[config.mk]
export PLATFORM = sky130hd
export DESIGN_NAME = fm_mmr
export DESIGN_NICKNAME = d
export VERILOG_FILES = /design/src/hw/fm_pkg.sv /design/src/hw/fm_update_if.sv /design/src/hw/fm_param_store.sv /design/src/hw/fm_bus_decode.sv /design/src/hw/fm_global_regs.sv /design/src/hw/fm_slot_sequencer.sv /design/src/hw/fm_mmr.sv
export VERILOG_INCLUDE_DIRS = /design/src /design/src/hw
export SDC_FILE = /design/constraint.sdc
export NUM_CORES = 1
export LEC_CHECK = 0
export ABC_CLOCK_PERIOD_IN_PS = 3700
export BUFFER_PORTS_ARGS = -buffer_cell sky130_fd_sc_hd__clkbuf_2
export CORE_MARGIN = 4
export CORE_UTILIZATION = 56
export CTS_CLUSTER_SIZE = 16
export DETAILED_ROUTE_END_ITERATION = 16
export PLACE_DENSITY_LB_ADDON = 0.12
export SYNTH_ARGS = -nofsm -noshare
export SYNTH_HDL_FRONTEND = slang
export SYNTH_SLANG_ARGS = --single-unit
[constraint.sdc]
create_clock -name clk -period 3.7 [get_ports clk]
set_input_delay 0.185 -clock clk [delete_from_list [all_inputs] [get_ports clk]]
set_output_delay 0.185 -clock clk [all_outputs]
set_load 0.01 [all_outputs]
[src/hw/fm_config.svh]
// ~~~~~~~~~~~~~~~~~~~~~~~~~~~~~~~~~~~~~~~~
// FM register front end configuration
// channel, operator and slot counts, busy
// length and global register addresses
// ~~~~~~~~~~~~~~~~~~~~~~~~~~~~~~~~~~~~~~~~
`ifndef FM_CONFIG_SVH
`define FM_CONFIG_SVH

`define FM_NUM_CH       6
`define FM_NUM_OP       4
`define FM_NUM_SLOT     24  // ch * 4 + op
`define FM_BUSY_LEN     32  // clk_en pulses

`define FM_REG_LFO      8'h22
`define FM_REG_CLKA1    8'h24
`define FM_REG_CLKA2    8'h25
`define FM_REG_CLKB     8'h26
`define FM_REG_TIMER    8'h27
`define FM_REG_KON      8'h28
`define FM_REG_PCM      8'h2A
`define FM_REG_PCM_EN   8'h2B
`define FM_REG_DACTEST  8'h2C
`define FM_REG_CLK_N6   8'h2D
`define FM_REG_CLK_N3   8'h2E
`define FM_REG_CLK_N2   8'h2F

`endif

[src/hw/fm_pkg.sv]
// ~~~~~~~~~~~~~~~~~~~~~~~~~~~~~~~~~~~~~~~~
// FM register types
// update kinds and the channel, operator
// and slot parameter entries
// ~~~~~~~~~~~~~~~~~~~~~~~~~~~~~~~~~~~~~~~~
package fm_pkg;

	// target of one decoded register update
	typedef enum logic [2:0] {
		UPD_NONE     = 3'd0,
		UPD_GLOBAL   = 3'd1,
		UPD_FNUM_LO  = 3'd2,
		UPD_BLOCK_HI = 3'd3,
		UPD_ALG_FB   = 3'd4,
		UPD_DT_MUL   = 3'd5,
		UPD_TL       = 3'd6,
		UPD_KEYON    = 3'd7
	} upd_kind_t;

	// per channel, 20 bits
	typedef struct packed {
		logic [10:0] fnum;
		logic [2:0]  block;
		logic [2:0]  alg;
		logic [2:0]  fb;
	} ch_entry_t;

	// per slot, 14 bits
	typedef struct packed {
		logic [6:0] tl;
		logic [3:0] mul;
		logic [2:0] dt1;
	} op_entry_t;

	// what the synthesis engine sees for the current slot
	typedef struct packed {
		ch_entry_t ch;
		op_entry_t op;
		logic      keyon;
	} slot_param_t;

endpackage

[src/hw/fm_update_if.sv]
// ~~~~~~~~~~~~~~~~~~~~~~~~~~~~~~~~~~~~~~~~
// FM register update channel
// one decoded write, decode to stores
// ~~~~~~~~~~~~~~~~~~~~~~~~~~~~~~~~~~~~~~~~
`timescale 1ns/100ps

interface fm_update_if;
	import fm_pkg::*;

	logic       valid;  // single cycle, no back-pressure
	upd_kind_t  kind;
	logic [7:0] sel;    // selected register
	logic [2:0] ch;     // {bank, sel[1:0]} or key-on code
	logic [1:0] op;
	logic [7:0] data;

	modport src (output valid, kind, sel, ch, op, data);
	modport dst (input valid, kind, sel, ch, op, data);

endinterface

[src/hw/fm_param_store.sv]
// ~~~~~~~~~~~~~~~~~~~~~~~~~~~~~~~~~~~~~~~~
// FM parameter store
// masked write, registered read
// ~~~~~~~~~~~~~~~~~~~~~~~~~~~~~~~~~~~~~~~~
`timescale 1ns/100ps

module fm_param_store #(
	parameter type entry_t = logic [7:0],
	parameter int  DEPTH   = 8
) (
	input  logic                       clk,
	input  logic                       we,
	input  logic [$clog2(DEPTH)-1:0]   waddr,
	input  logic [$bits(entry_t)-1:0]  wmask,
	input  entry_t                     wdata,
	input  logic [$clog2(DEPTH)-1:0]   raddr,
	output entry_t                     rdata
);

	entry_t mem [DEPTH];

	always_ff @(posedge clk) begin
		// only the masked fields change
		if (we)
			mem[waddr] <= entry_t'((mem[waddr] & ~wmask) | (wdata & wmask));
		rdata <= mem[raddr];
	end

endmodule

[src/hw/fm_bus_decode.sv]
// ~~~~~~~~~~~~~~~~~~~~~~~~~~~~~~~~~~~~~~~~
// FM host bus decode
// write edge detect, register select,
// update classification and busy timer
// ~~~~~~~~~~~~~~~~~~~~~~~~~~~~~~~~~~~~~~~~
`timescale 1ns/100ps
`include "fm_config.svh"

module fm_bus_decode (
	input  logic       clk,
	input  logic       rst,
	input  logic [7:0] din,
	input  logic [1:0] addr,
	input  logic       write,
	input  logic       clk_en,
	output logic       busy,
	fm_update_if.src   upd
);
	import fm_pkg::*;

	localparam int BUSY_W = $clog2(`FM_BUSY_LEN);

	logic              old_write;
	logic              wr_edge;
	logic [7:0]        sel_reg;
	upd_kind_t         kind_nxt;
	logic [2:0]        ch_nxt;
	logic              ch_ok;
	logic [BUSY_W-1:0] busy_cnt;

	assign wr_edge = write & ~old_write;

	always_comb begin
		kind_nxt = UPD_NONE;
		casez (sel_reg)
			8'hA0, 8'hA1, 8'hA2: kind_nxt = UPD_FNUM_LO;
			8'hA4, 8'hA5, 8'hA6: kind_nxt = UPD_BLOCK_HI;
			8'hB0, 8'hB1, 8'hB2: kind_nxt = UPD_ALG_FB;
			8'h3?:               kind_nxt = UPD_DT_MUL;
			8'h4?:               kind_nxt = UPD_TL;
			`FM_REG_KON:         kind_nxt = UPD_KEYON;
			`FM_REG_LFO, `FM_REG_CLKA1, `FM_REG_CLKA2, `FM_REG_CLKB,
			`FM_REG_TIMER, `FM_REG_PCM, `FM_REG_PCM_EN, `FM_REG_DACTEST,
			`FM_REG_CLK_N6, `FM_REG_CLK_N3, `FM_REG_CLK_N2:
				kind_nxt = UPD_GLOBAL;
			default: ;
		endcase
	end

	// key-on carries its channel in the data byte
	assign ch_nxt = (kind_nxt == UPD_KEYON) ? din[2:0] : {addr[1], sel_reg[1:0]};
	assign ch_ok  = (kind_nxt == UPD_GLOBAL) || (ch_nxt[1:0] != 2'd3);

	always_ff @(posedge clk) begin
		if (rst) begin
			old_write <= 1'b0;
			sel_reg   <= 8'h00;
			upd.valid <= 1'b0;
		end else begin
			old_write <= write;
			upd.valid <= wr_edge & addr[0] & (kind_nxt != UPD_NONE) & ch_ok;
			if (wr_edge && !addr[0])
				sel_reg <= din;  // address phase
		end
	end

	always_ff @(posedge clk) begin
		if (wr_edge && addr[0]) begin
			upd.kind <= kind_nxt;
			upd.sel  <= sel_reg;
			upd.ch   <= ch_nxt;
			upd.op   <= sel_reg[3:2];
			upd.data <= din;
		end
	end

	// busy is advisory, counts synthesis clock enables
	always_ff @(posedge clk) begin
		if (rst) begin
			busy     <= 1'b0;
			busy_cnt <= '0;
		end else if (wr_edge && addr[0]) begin
			busy     <= 1'b1;
			busy_cnt <= '0;
		end else if (clk_en && busy) begin
			if (busy_cnt == BUSY_W'(`FM_BUSY_LEN - 1))
				busy <= 1'b0;
			busy_cnt <= busy_cnt + 1'b1;
		end
	end

	a_valid_single: assert property (@(posedge clk) disable iff (rst)
		upd.valid |=> !upd.valid);

endmodule

[src/hw/fm_global_regs.sv]
// ~~~~~~~~~~~~~~~~~~~~~~~~~~~~~~~~~~~~~~~~
// FM global registers
// timers, LFO, PCM and the clk_en
// prescaler
// ~~~~~~~~~~~~~~~~~~~~~~~~~~~~~~~~~~~~~~~~
`timescale 1ns/100ps
`include "fm_config.svh"

module fm_global_regs (
	input  logic       clk,
	input  logic       rst,
	input  logic       cen,
	fm_update_if.dst   upd,
	output logic       clk_en,
	output logic [9:0] value_a,
	output logic [7:0] value_b,
	output logic       load_a,
	output logic       load_b,
	output logic       irq_en_a,
	output logic       irq_en_b,
	output logic       clr_flag_a,
	output logic       clr_flag_b,
	output logic       lfo_en,
	output logic [2:0] lfo_freq,
	output logic [8:0] pcm,
	output logic       pcm_en
);
	import fm_pkg::*;

	logic [2:0] div_cnt;
	logic [2:0] div_lim;  // ratio minus one
	logic       g_wr;
	logic       lim_wr;

	assign g_wr   = upd.valid && (upd.kind == UPD_GLOBAL);
	assign lim_wr = g_wr && (upd.sel == `FM_REG_CLK_N6 || upd.sel == `FM_REG_CLK_N3 ||
		upd.sel == `FM_REG_CLK_N2);

	assign clk_en = cen && (div_cnt == div_lim);

	always_ff @(posedge clk) begin
		if (rst)
			div_cnt <= 3'd0;
		else if (lim_wr)
			div_cnt <= 3'd0;  // restart on a new ratio
		else if (cen)
			div_cnt <= (div_cnt == div_lim) ? 3'd0 : div_cnt + 3'd1;
	end

	always_ff @(posedge clk) begin
		if (rst) begin
			div_lim  <= 3'd5;
			value_a  <= 10'd0;
			value_b  <= 8'd0;
			{clr_flag_b, clr_flag_a, irq_en_b, irq_en_a, load_b, load_a} <= 6'd0;
			lfo_en   <= 1'b0;
			lfo_freq <= 3'd0;
			pcm      <= 9'd0;
			pcm_en   <= 1'b0;
		end else begin
			if (clk_en)
				{clr_flag_b, clr_flag_a} <= 2'd0;  // one-shot
			if (g_wr) begin
				case (upd.sel)
					`FM_REG_CLKA1:   value_a[9:2] <= upd.data;
					`FM_REG_CLKA2:   value_a[1:0] <= upd.data[1:0];
					`FM_REG_CLKB:    value_b <= upd.data;
					`FM_REG_TIMER:
						{clr_flag_b, clr_flag_a, irq_en_b, irq_en_a, load_b, load_a} <=
							upd.data[5:0];
					`FM_REG_LFO:     {lfo_en, lfo_freq} <= upd.data[3:0];
					`FM_REG_PCM:     pcm[8:1] <= upd.data;
					`FM_REG_DACTEST: pcm[0] <= upd.data[3];
					`FM_REG_PCM_EN:  pcm_en <= upd.data[7];
					`FM_REG_CLK_N6:  div_lim <= 3'd5;
					`FM_REG_CLK_N3:  div_lim <= 3'd2;
					`FM_REG_CLK_N2:  div_lim <= 3'd1;
					default: ;
				endcase
			end
		end
	end

	a_div_in_range: assert property (@(posedge clk) disable iff (rst)
		div_cnt <= div_lim);

endmodule

[src/hw/fm_slot_sequencer.sv]
// ~~~~~~~~~~~~~~~~~~~~~~~~~~~~~~~~~~~~~~~~
// FM slot sequencer
// channel and operator stores, key-on
// bits and the 24 slot scan
// ~~~~~~~~~~~~~~~~~~~~~~~~~~~~~~~~~~~~~~~~
`timescale 1ns/100ps
`include "fm_config.svh"

module fm_slot_sequencer (
	input  logic                clk,
	input  logic                rst,
	input  logic                clk_en,
	fm_update_if.dst            upd,
	output logic [4:0]          slot,
	output fm_pkg::slot_param_t param
);
	import fm_pkg::*;

	logic [2:0]              ch_lin;
	logic                    ch_we;
	logic                    op_we;
	ch_entry_t               ch_wdata;
	ch_entry_t               ch_wmask;
	op_entry_t               op_wdata;
	op_entry_t               op_wmask;
	logic [4:0]              slot_nxt;
	logic [4:0]              rd_slot;
	logic [`FM_NUM_SLOT-1:0] kon;
	logic                    kon_q;

	// bank 1 channels follow the three of bank 0
	assign ch_lin = upd.ch[2] ? {1'b0, upd.ch[1:0]} + 3'd3 : {1'b0, upd.ch[1:0]};

	always_comb begin
		ch_wdata = '0;
		ch_wmask = '0;
		op_wdata = '0;
		op_wmask = '0;
		ch_we    = 1'b0;
		op_we    = 1'b0;
		case (upd.kind)
			UPD_FNUM_LO: begin
				ch_we              = upd.valid;
				ch_wdata.fnum[7:0] = upd.data;
				ch_wmask.fnum[7:0] = 8'hFF;
			end
			UPD_BLOCK_HI: begin
				ch_we                    = upd.valid;
				{ch_wdata.block, ch_wdata.fnum[10:8]} = upd.data[5:0];
				{ch_wmask.block, ch_wmask.fnum[10:8]} = 6'h3F;
			end
			UPD_ALG_FB: begin
				ch_we                    = upd.valid;
				{ch_wdata.fb, ch_wdata.alg} = upd.data[5:0];
				{ch_wmask.fb, ch_wmask.alg} = 6'h3F;
			end
			UPD_DT_MUL: begin
				op_we                      = upd.valid;
				{op_wdata.dt1, op_wdata.mul} = upd.data[6:0];
				{op_wmask.dt1, op_wmask.mul} = 7'h7F;
			end
			UPD_TL: begin
				op_we       = upd.valid;
				op_wdata.tl = upd.data[6:0];
				op_wmask.tl = 7'h7F;
			end
			default: ;
		endcase
	end

	assign slot_nxt = (slot == 5'(`FM_NUM_SLOT - 1)) ? 5'd0 : slot + 5'd1;
	assign rd_slot  = clk_en ? slot_nxt : slot;  // read ahead so data lands with slot

	fm_param_store #(.entry_t(ch_entry_t), .DEPTH(`FM_NUM_CH)) u_ch_store (
		.clk(clk), .we(ch_we), .waddr(ch_lin), .wmask(ch_wmask), .wdata(ch_wdata),
		.raddr(rd_slot[4:2]), .rdata(param.ch)
	);

	fm_param_store #(.entry_t(op_entry_t), .DEPTH(`FM_NUM_SLOT)) u_op_store (
		.clk(clk), .we(op_we), .waddr({ch_lin, upd.op}), .wmask(op_wmask),
		.wdata(op_wdata), .raddr(rd_slot), .rdata(param.op)
	);

	always_ff @(posedge clk) begin
		if (rst) begin
			kon   <= '0;
			slot  <= 5'd0;
			kon_q <= 1'b0;
		end else begin
			if (upd.valid && upd.kind == UPD_KEYON)
				for (int i = 0; i < `FM_NUM_OP; i++)
					kon[{ch_lin, 2'(i)}] <= upd.data[4 + i];  // mask bit per op
			if (clk_en)
				slot <= slot_nxt;
			kon_q <= kon[rd_slot];
		end
	end

	assign param.keyon = kon_q;

	a_slot_range: assert property (@(posedge clk) disable iff (rst)
		slot < 5'(`FM_NUM_SLOT));

endmodule

[src/hw/fm_mmr.sv]
// ~~~~~~~~~~~~~~~~~~~~~~~~~~~~~~~~~~~~~~~~
// FM register front end, top level
// bus decode, globals and slot scan
// ~~~~~~~~~~~~~~~~~~~~~~~~~~~~~~~~~~~~~~~~
`timescale 1ns/100ps

module fm_mmr (
	input  logic        clk,
	input  logic        rst,
	input  logic        cen,
	input  logic [7:0]  din,
	input  logic [1:0]  addr,
	input  logic        write,
	output logic        busy,
	output logic        clk_en,
	output logic [9:0]  value_a,
	output logic [7:0]  value_b,
	output logic        load_a,
	output logic        load_b,
	output logic        irq_en_a,
	output logic        irq_en_b,
	output logic        clr_flag_a,
	output logic        clr_flag_b,
	output logic        lfo_en,
	output logic [2:0]  lfo_freq,
	output logic [8:0]  pcm,
	output logic        pcm_en,
	output logic [4:0]  slot,
	output logic [10:0] fnum,
	output logic [2:0]  block,
	output logic [2:0]  alg,
	output logic [2:0]  fb,
	output logic [6:0]  tl,
	output logic [3:0]  mul,
	output logic [2:0]  dt1,
	output logic        keyon
);
	import fm_pkg::*;

	slot_param_t param;

	fm_update_if upd ();

	fm_bus_decode u_decode (
		.clk(clk), .rst(rst), .din(din), .addr(addr), .write(write),
		.clk_en(clk_en), .busy(busy), .upd(upd.src)
	);

	fm_global_regs u_globals (
		.clk(clk), .rst(rst), .cen(cen), .upd(upd.dst), .clk_en(clk_en),
		.value_a(value_a), .value_b(value_b), .load_a(load_a), .load_b(load_b),
		.irq_en_a(irq_en_a), .irq_en_b(irq_en_b),
		.clr_flag_a(clr_flag_a), .clr_flag_b(clr_flag_b),
		.lfo_en(lfo_en), .lfo_freq(lfo_freq), .pcm(pcm), .pcm_en(pcm_en)
	);

	fm_slot_sequencer u_seq (
		.clk(clk), .rst(rst), .clk_en(clk_en), .upd(upd.dst),
		.slot(slot), .param(param)
	);

	// slot fields for the synthesis engine
	assign fnum  = param.ch.fnum;
	assign block = param.ch.block;
	assign alg   = param.ch.alg;
	assign fb    = param.ch.fb;
	assign tl    = param.op.tl;
	assign mul   = param.op.mul;
	assign dt1   = param.op.dt1;
	assign keyon = param.keyon;

endmodule

==> flow_metrics.tcl <==
set metrics [dict create \
    worst_slew_pin_slew_ps 1075 \
    syn_avg_cell_area_sq_um 13.47 \
    clock_sinks 602 \
    synth_edf_count 478 \
    skew_ps 19.73 \
    status "completed" \
    swShare 0.2070 \
    synth_flop_cell "edfxtp_1" \
    power_switching_mw 2.953 \
    async_flop_share 0 \
    first_pass_iters 6 \
    final_hold_viol_count 0 \
    setup_viol_count_final 0 \
    cpLargestDelayFamily "simple AND/OR/NAND/NOR gates" \
    antenna_found_initial 0 \
    netlist_instances 2007 \
    hold_path_class "in -> reg" \
    period_needed_ps 3393 \
    holdWs_ps 342.6 \
    max_flop_register "u_seq.u_op_store.mem" \
    clk_pin_slew_ps 60 \
    vdd_drop_max_mv 0.4520 \
    dp_hpwl_mm 46.97 \
    cp_slowest_cell "or4_1" \
    drive_above_1_share 0.2166 \
    crit_path_start_kind "flop" \
    cts_tree "done" \
    fillers 3548 \
    power.internal_mw 11.32 \
    drv_cap 0 \
    root_buffer "clkbuf_16" \
    cts_made_buffers 66 \
    crit_type "reg -> reg" \
    end_kind "flop" \
    critical_path_arrival_ps 3890 \
    power_frac_seq 0.521 \
    p_comb_frac 0.040 \
    routed_wl_mm 76.80 \
    critPathMaxStageDelay_ps 730 \
    syn-cell-area_sq_um 27030 \
    grt_pass1_vias 18230 \
    cp_num_buf_inv 2 \
    fp-row-count 80 \
    p_total_mw 14.27 \
    rsz0062_at_grt "false" \
    finalCritPeriodShare 0.9170 \
    p_clk_frac 0.439 \
    final_cell_mix "edfxtp_1, nand2_1, mux4_2" \
    first_iter_violations 2011 \
    post_synth_num_cell_types 64 \
    finalMaxSlewViolations 0 \
    largest_reg_flops 336 \
    gp_congestion 0.8675 \
    cts_resized 0 \
    initial_core_util 0.5661 \
    core_area_sq_um 47750 \
    via_count 18400 \
    cp_max_fo 39 \
    dieWidth_um 227.7 \
    grt_max_degree 69 \
    htreeDepth 3 \
    fp.dieH_um 227.7 \
    dieArea_sq_um 51840 \
    nNetsFinal 2157 \
    viasPerCell 6.562 \
    grt_overflow 0 \
    finalSetupTns_ps 0 \
    ys_seq_area_frac 0.6229 \
    reg_top3 "u_seq.u_op_store.mem x336, u_seq.u_ch_store.mem x120, u_seq.kon x24" \
    power_density_nw_per_um2 463.3 \
    p_leak_nw 10.42 \
    io_pins 94 \
    worstSkewPairLatency_ps 600 \
    grt_pass1_wl_mm 113.6 \
    areaGrowthSynthToFinish_pct 13.96 \
    synthesis.nets 2026 \
    grt_util_all_layers 0.2975 \
    final_common_cell "edfxtp_1" \
    numPortBuffers 93 \
    clk_path_buf_depth 3 \
    ant_nets 0 \
    synth_seq_cells 602 \
    yosysWarningCount 0 \
    worstPathCellList "xor2_1 > or4_1 > inv_6 > mux2i_4 > buf_4 > a21oi_1 > a221oi_1 > nor3_1 > a211oi_1" \
    fmax_ghz 0.2947 \
    wl_per_cell_um 27.39 \
    slew_headroom 0.2814 \
    final_core_util 0.6451 \
    drc 0 \
    critPathRequiredTime_ps 4190 \
]
per-layer routing:
layer / part of all wire / global-route usage
met1: 0.37 / 0.3908
met4: 0.045 / 0.1280
met2: 0.48 / 0.4819
met3: 0.10 / 0.06948
met5: 0 / 0
cell type report:
type | count | area (sq um) | share of cell area
repair buffers | 216 | 1546 | 0.05021
flip-flops and latches | 602 | 16840 | 0.5466
multi-input cells | 1236 | 9515 | 0.3089
clock inverters | 30 | 217.7 | 0.007068
well taps | 615 | 769.5 | 0.02498
diodes | 1 | 2.502 | 0.00008124
inverters | 16 | 65.06 | 0.002112
clock buffers | 88 | 1848 | 0.06000
synth_stat cells (4+ instances only):
cell	instances	area [sq um]
a311oi_1	14	122.6
nand2b_1	6	37.54
a211oi_2	9	112.6
o22ai_1	15	93.84
o21ai_0	88	440.4
and3_1	23	143.9
nand4_1	31	193.9
a211oi_1	23	172.7
buf_4	9	67.56
nand2_1	372	1396
nor4_1	16	100.1
a21o_1	4	30.03
mux2i_1	125	1251
nand3b_1	18	135.1
edfxtp_1	478	14350
nor3_1	19	95.09
dfxtp_1	124	2482
buf_1	20	75.07
nor2b_1	8	50.05
a221oi_1	14	122.6
clkbuf_1	79	296.5
o211ai_1	26	195.2
a21oi_1	102	510.5
xor2_1	7	61.31
or3_1	5	31.28
buf_6	5	56.30
ha_1	5	62.56
buf_2	39	195.2
nor2_1	81	304.0
inv_1	15	56.30
nand3_1	42	210.2
and2_1	4	25.02
mux4_2	139	3131
o21ai_1	4	20.02
power by group through the flow:
stage	Combinational, mW	Clock, mW	Sequential, mW
CTS	0.575	6.37	7.43
global placement	0.549	0	7.57
detailed placement	0.564	0	7.57
global route	0.622	6.65	7.42
finish	0.576	6.26	7.43
floorplan	0.367	0	7.56
final timing paths:
kind | start | to | slack (ps) | cells after the start
min | din[6] | u_decode.upd.data[6] | 340 | 2
max | u_globals.div_cnt[0] | u_seq.u_op_store.rdata[1] | 310 | 9
min reg2reg | u_globals.value_a[9] | u_globals.value_a[9] | 450 | 2
max reg2reg | u_globals.div_cnt[0] | u_seq.u_op_store.rdata[1] | 310 | 9
cells by family (layout without fill, tap and decap cells):
| logic type | after synthesis | in the layout | synth area share |
|---|---|---|---|
| fa+ha+maj | 5 | 5 | 0.002315 |
| xor+xnor | 8 | 8 | 0.002593 |
| buf+inv | 169 | 350 | 0.02815 |
| mux | 270 | 270 | 0.1652 |
| compound gates | 314 | 314 | 0.07287 |
| simple gates | 639 | 639 | 0.1060 |
| flops | 602 | 602 | 0.6229 |
| other cells | 0 | 1 | 0 |
stage by stage:
| step | cell area (sq um) | setup slack [ps] | cells |
|---|---|---|---|
| floorplan | 27030 | 288.8 | 2007 |
| global placement | 28600 | 309.5 | 2672 |
| detailed placement | 28600 | 351.8 | 2672 |
| CTS | 30800 | 323.3 | 2803 |
| global route | 30800 | 130.3 | 2803 |
| finish | 30800 | 307.2 | 2804 |
timing repair:
item / CTS / global route
hold buffers: 13 / 0
setup buffers: 0 / 0
endpoints found under the setup margin: 0 / 0
hold endpoints to repair: 31 / 0
worst register-to-register path: stages (launching register included):
cell	delay [ps]
dfxtp_1	340
xor2_1	240
or4_1	730
inv_6	180
mux2i_4	470
buf_4	520
a21oi_1	120
a221oi_1	410
nor3_1	90
a211oi_1	200
(Power assumes the default switching activity.)
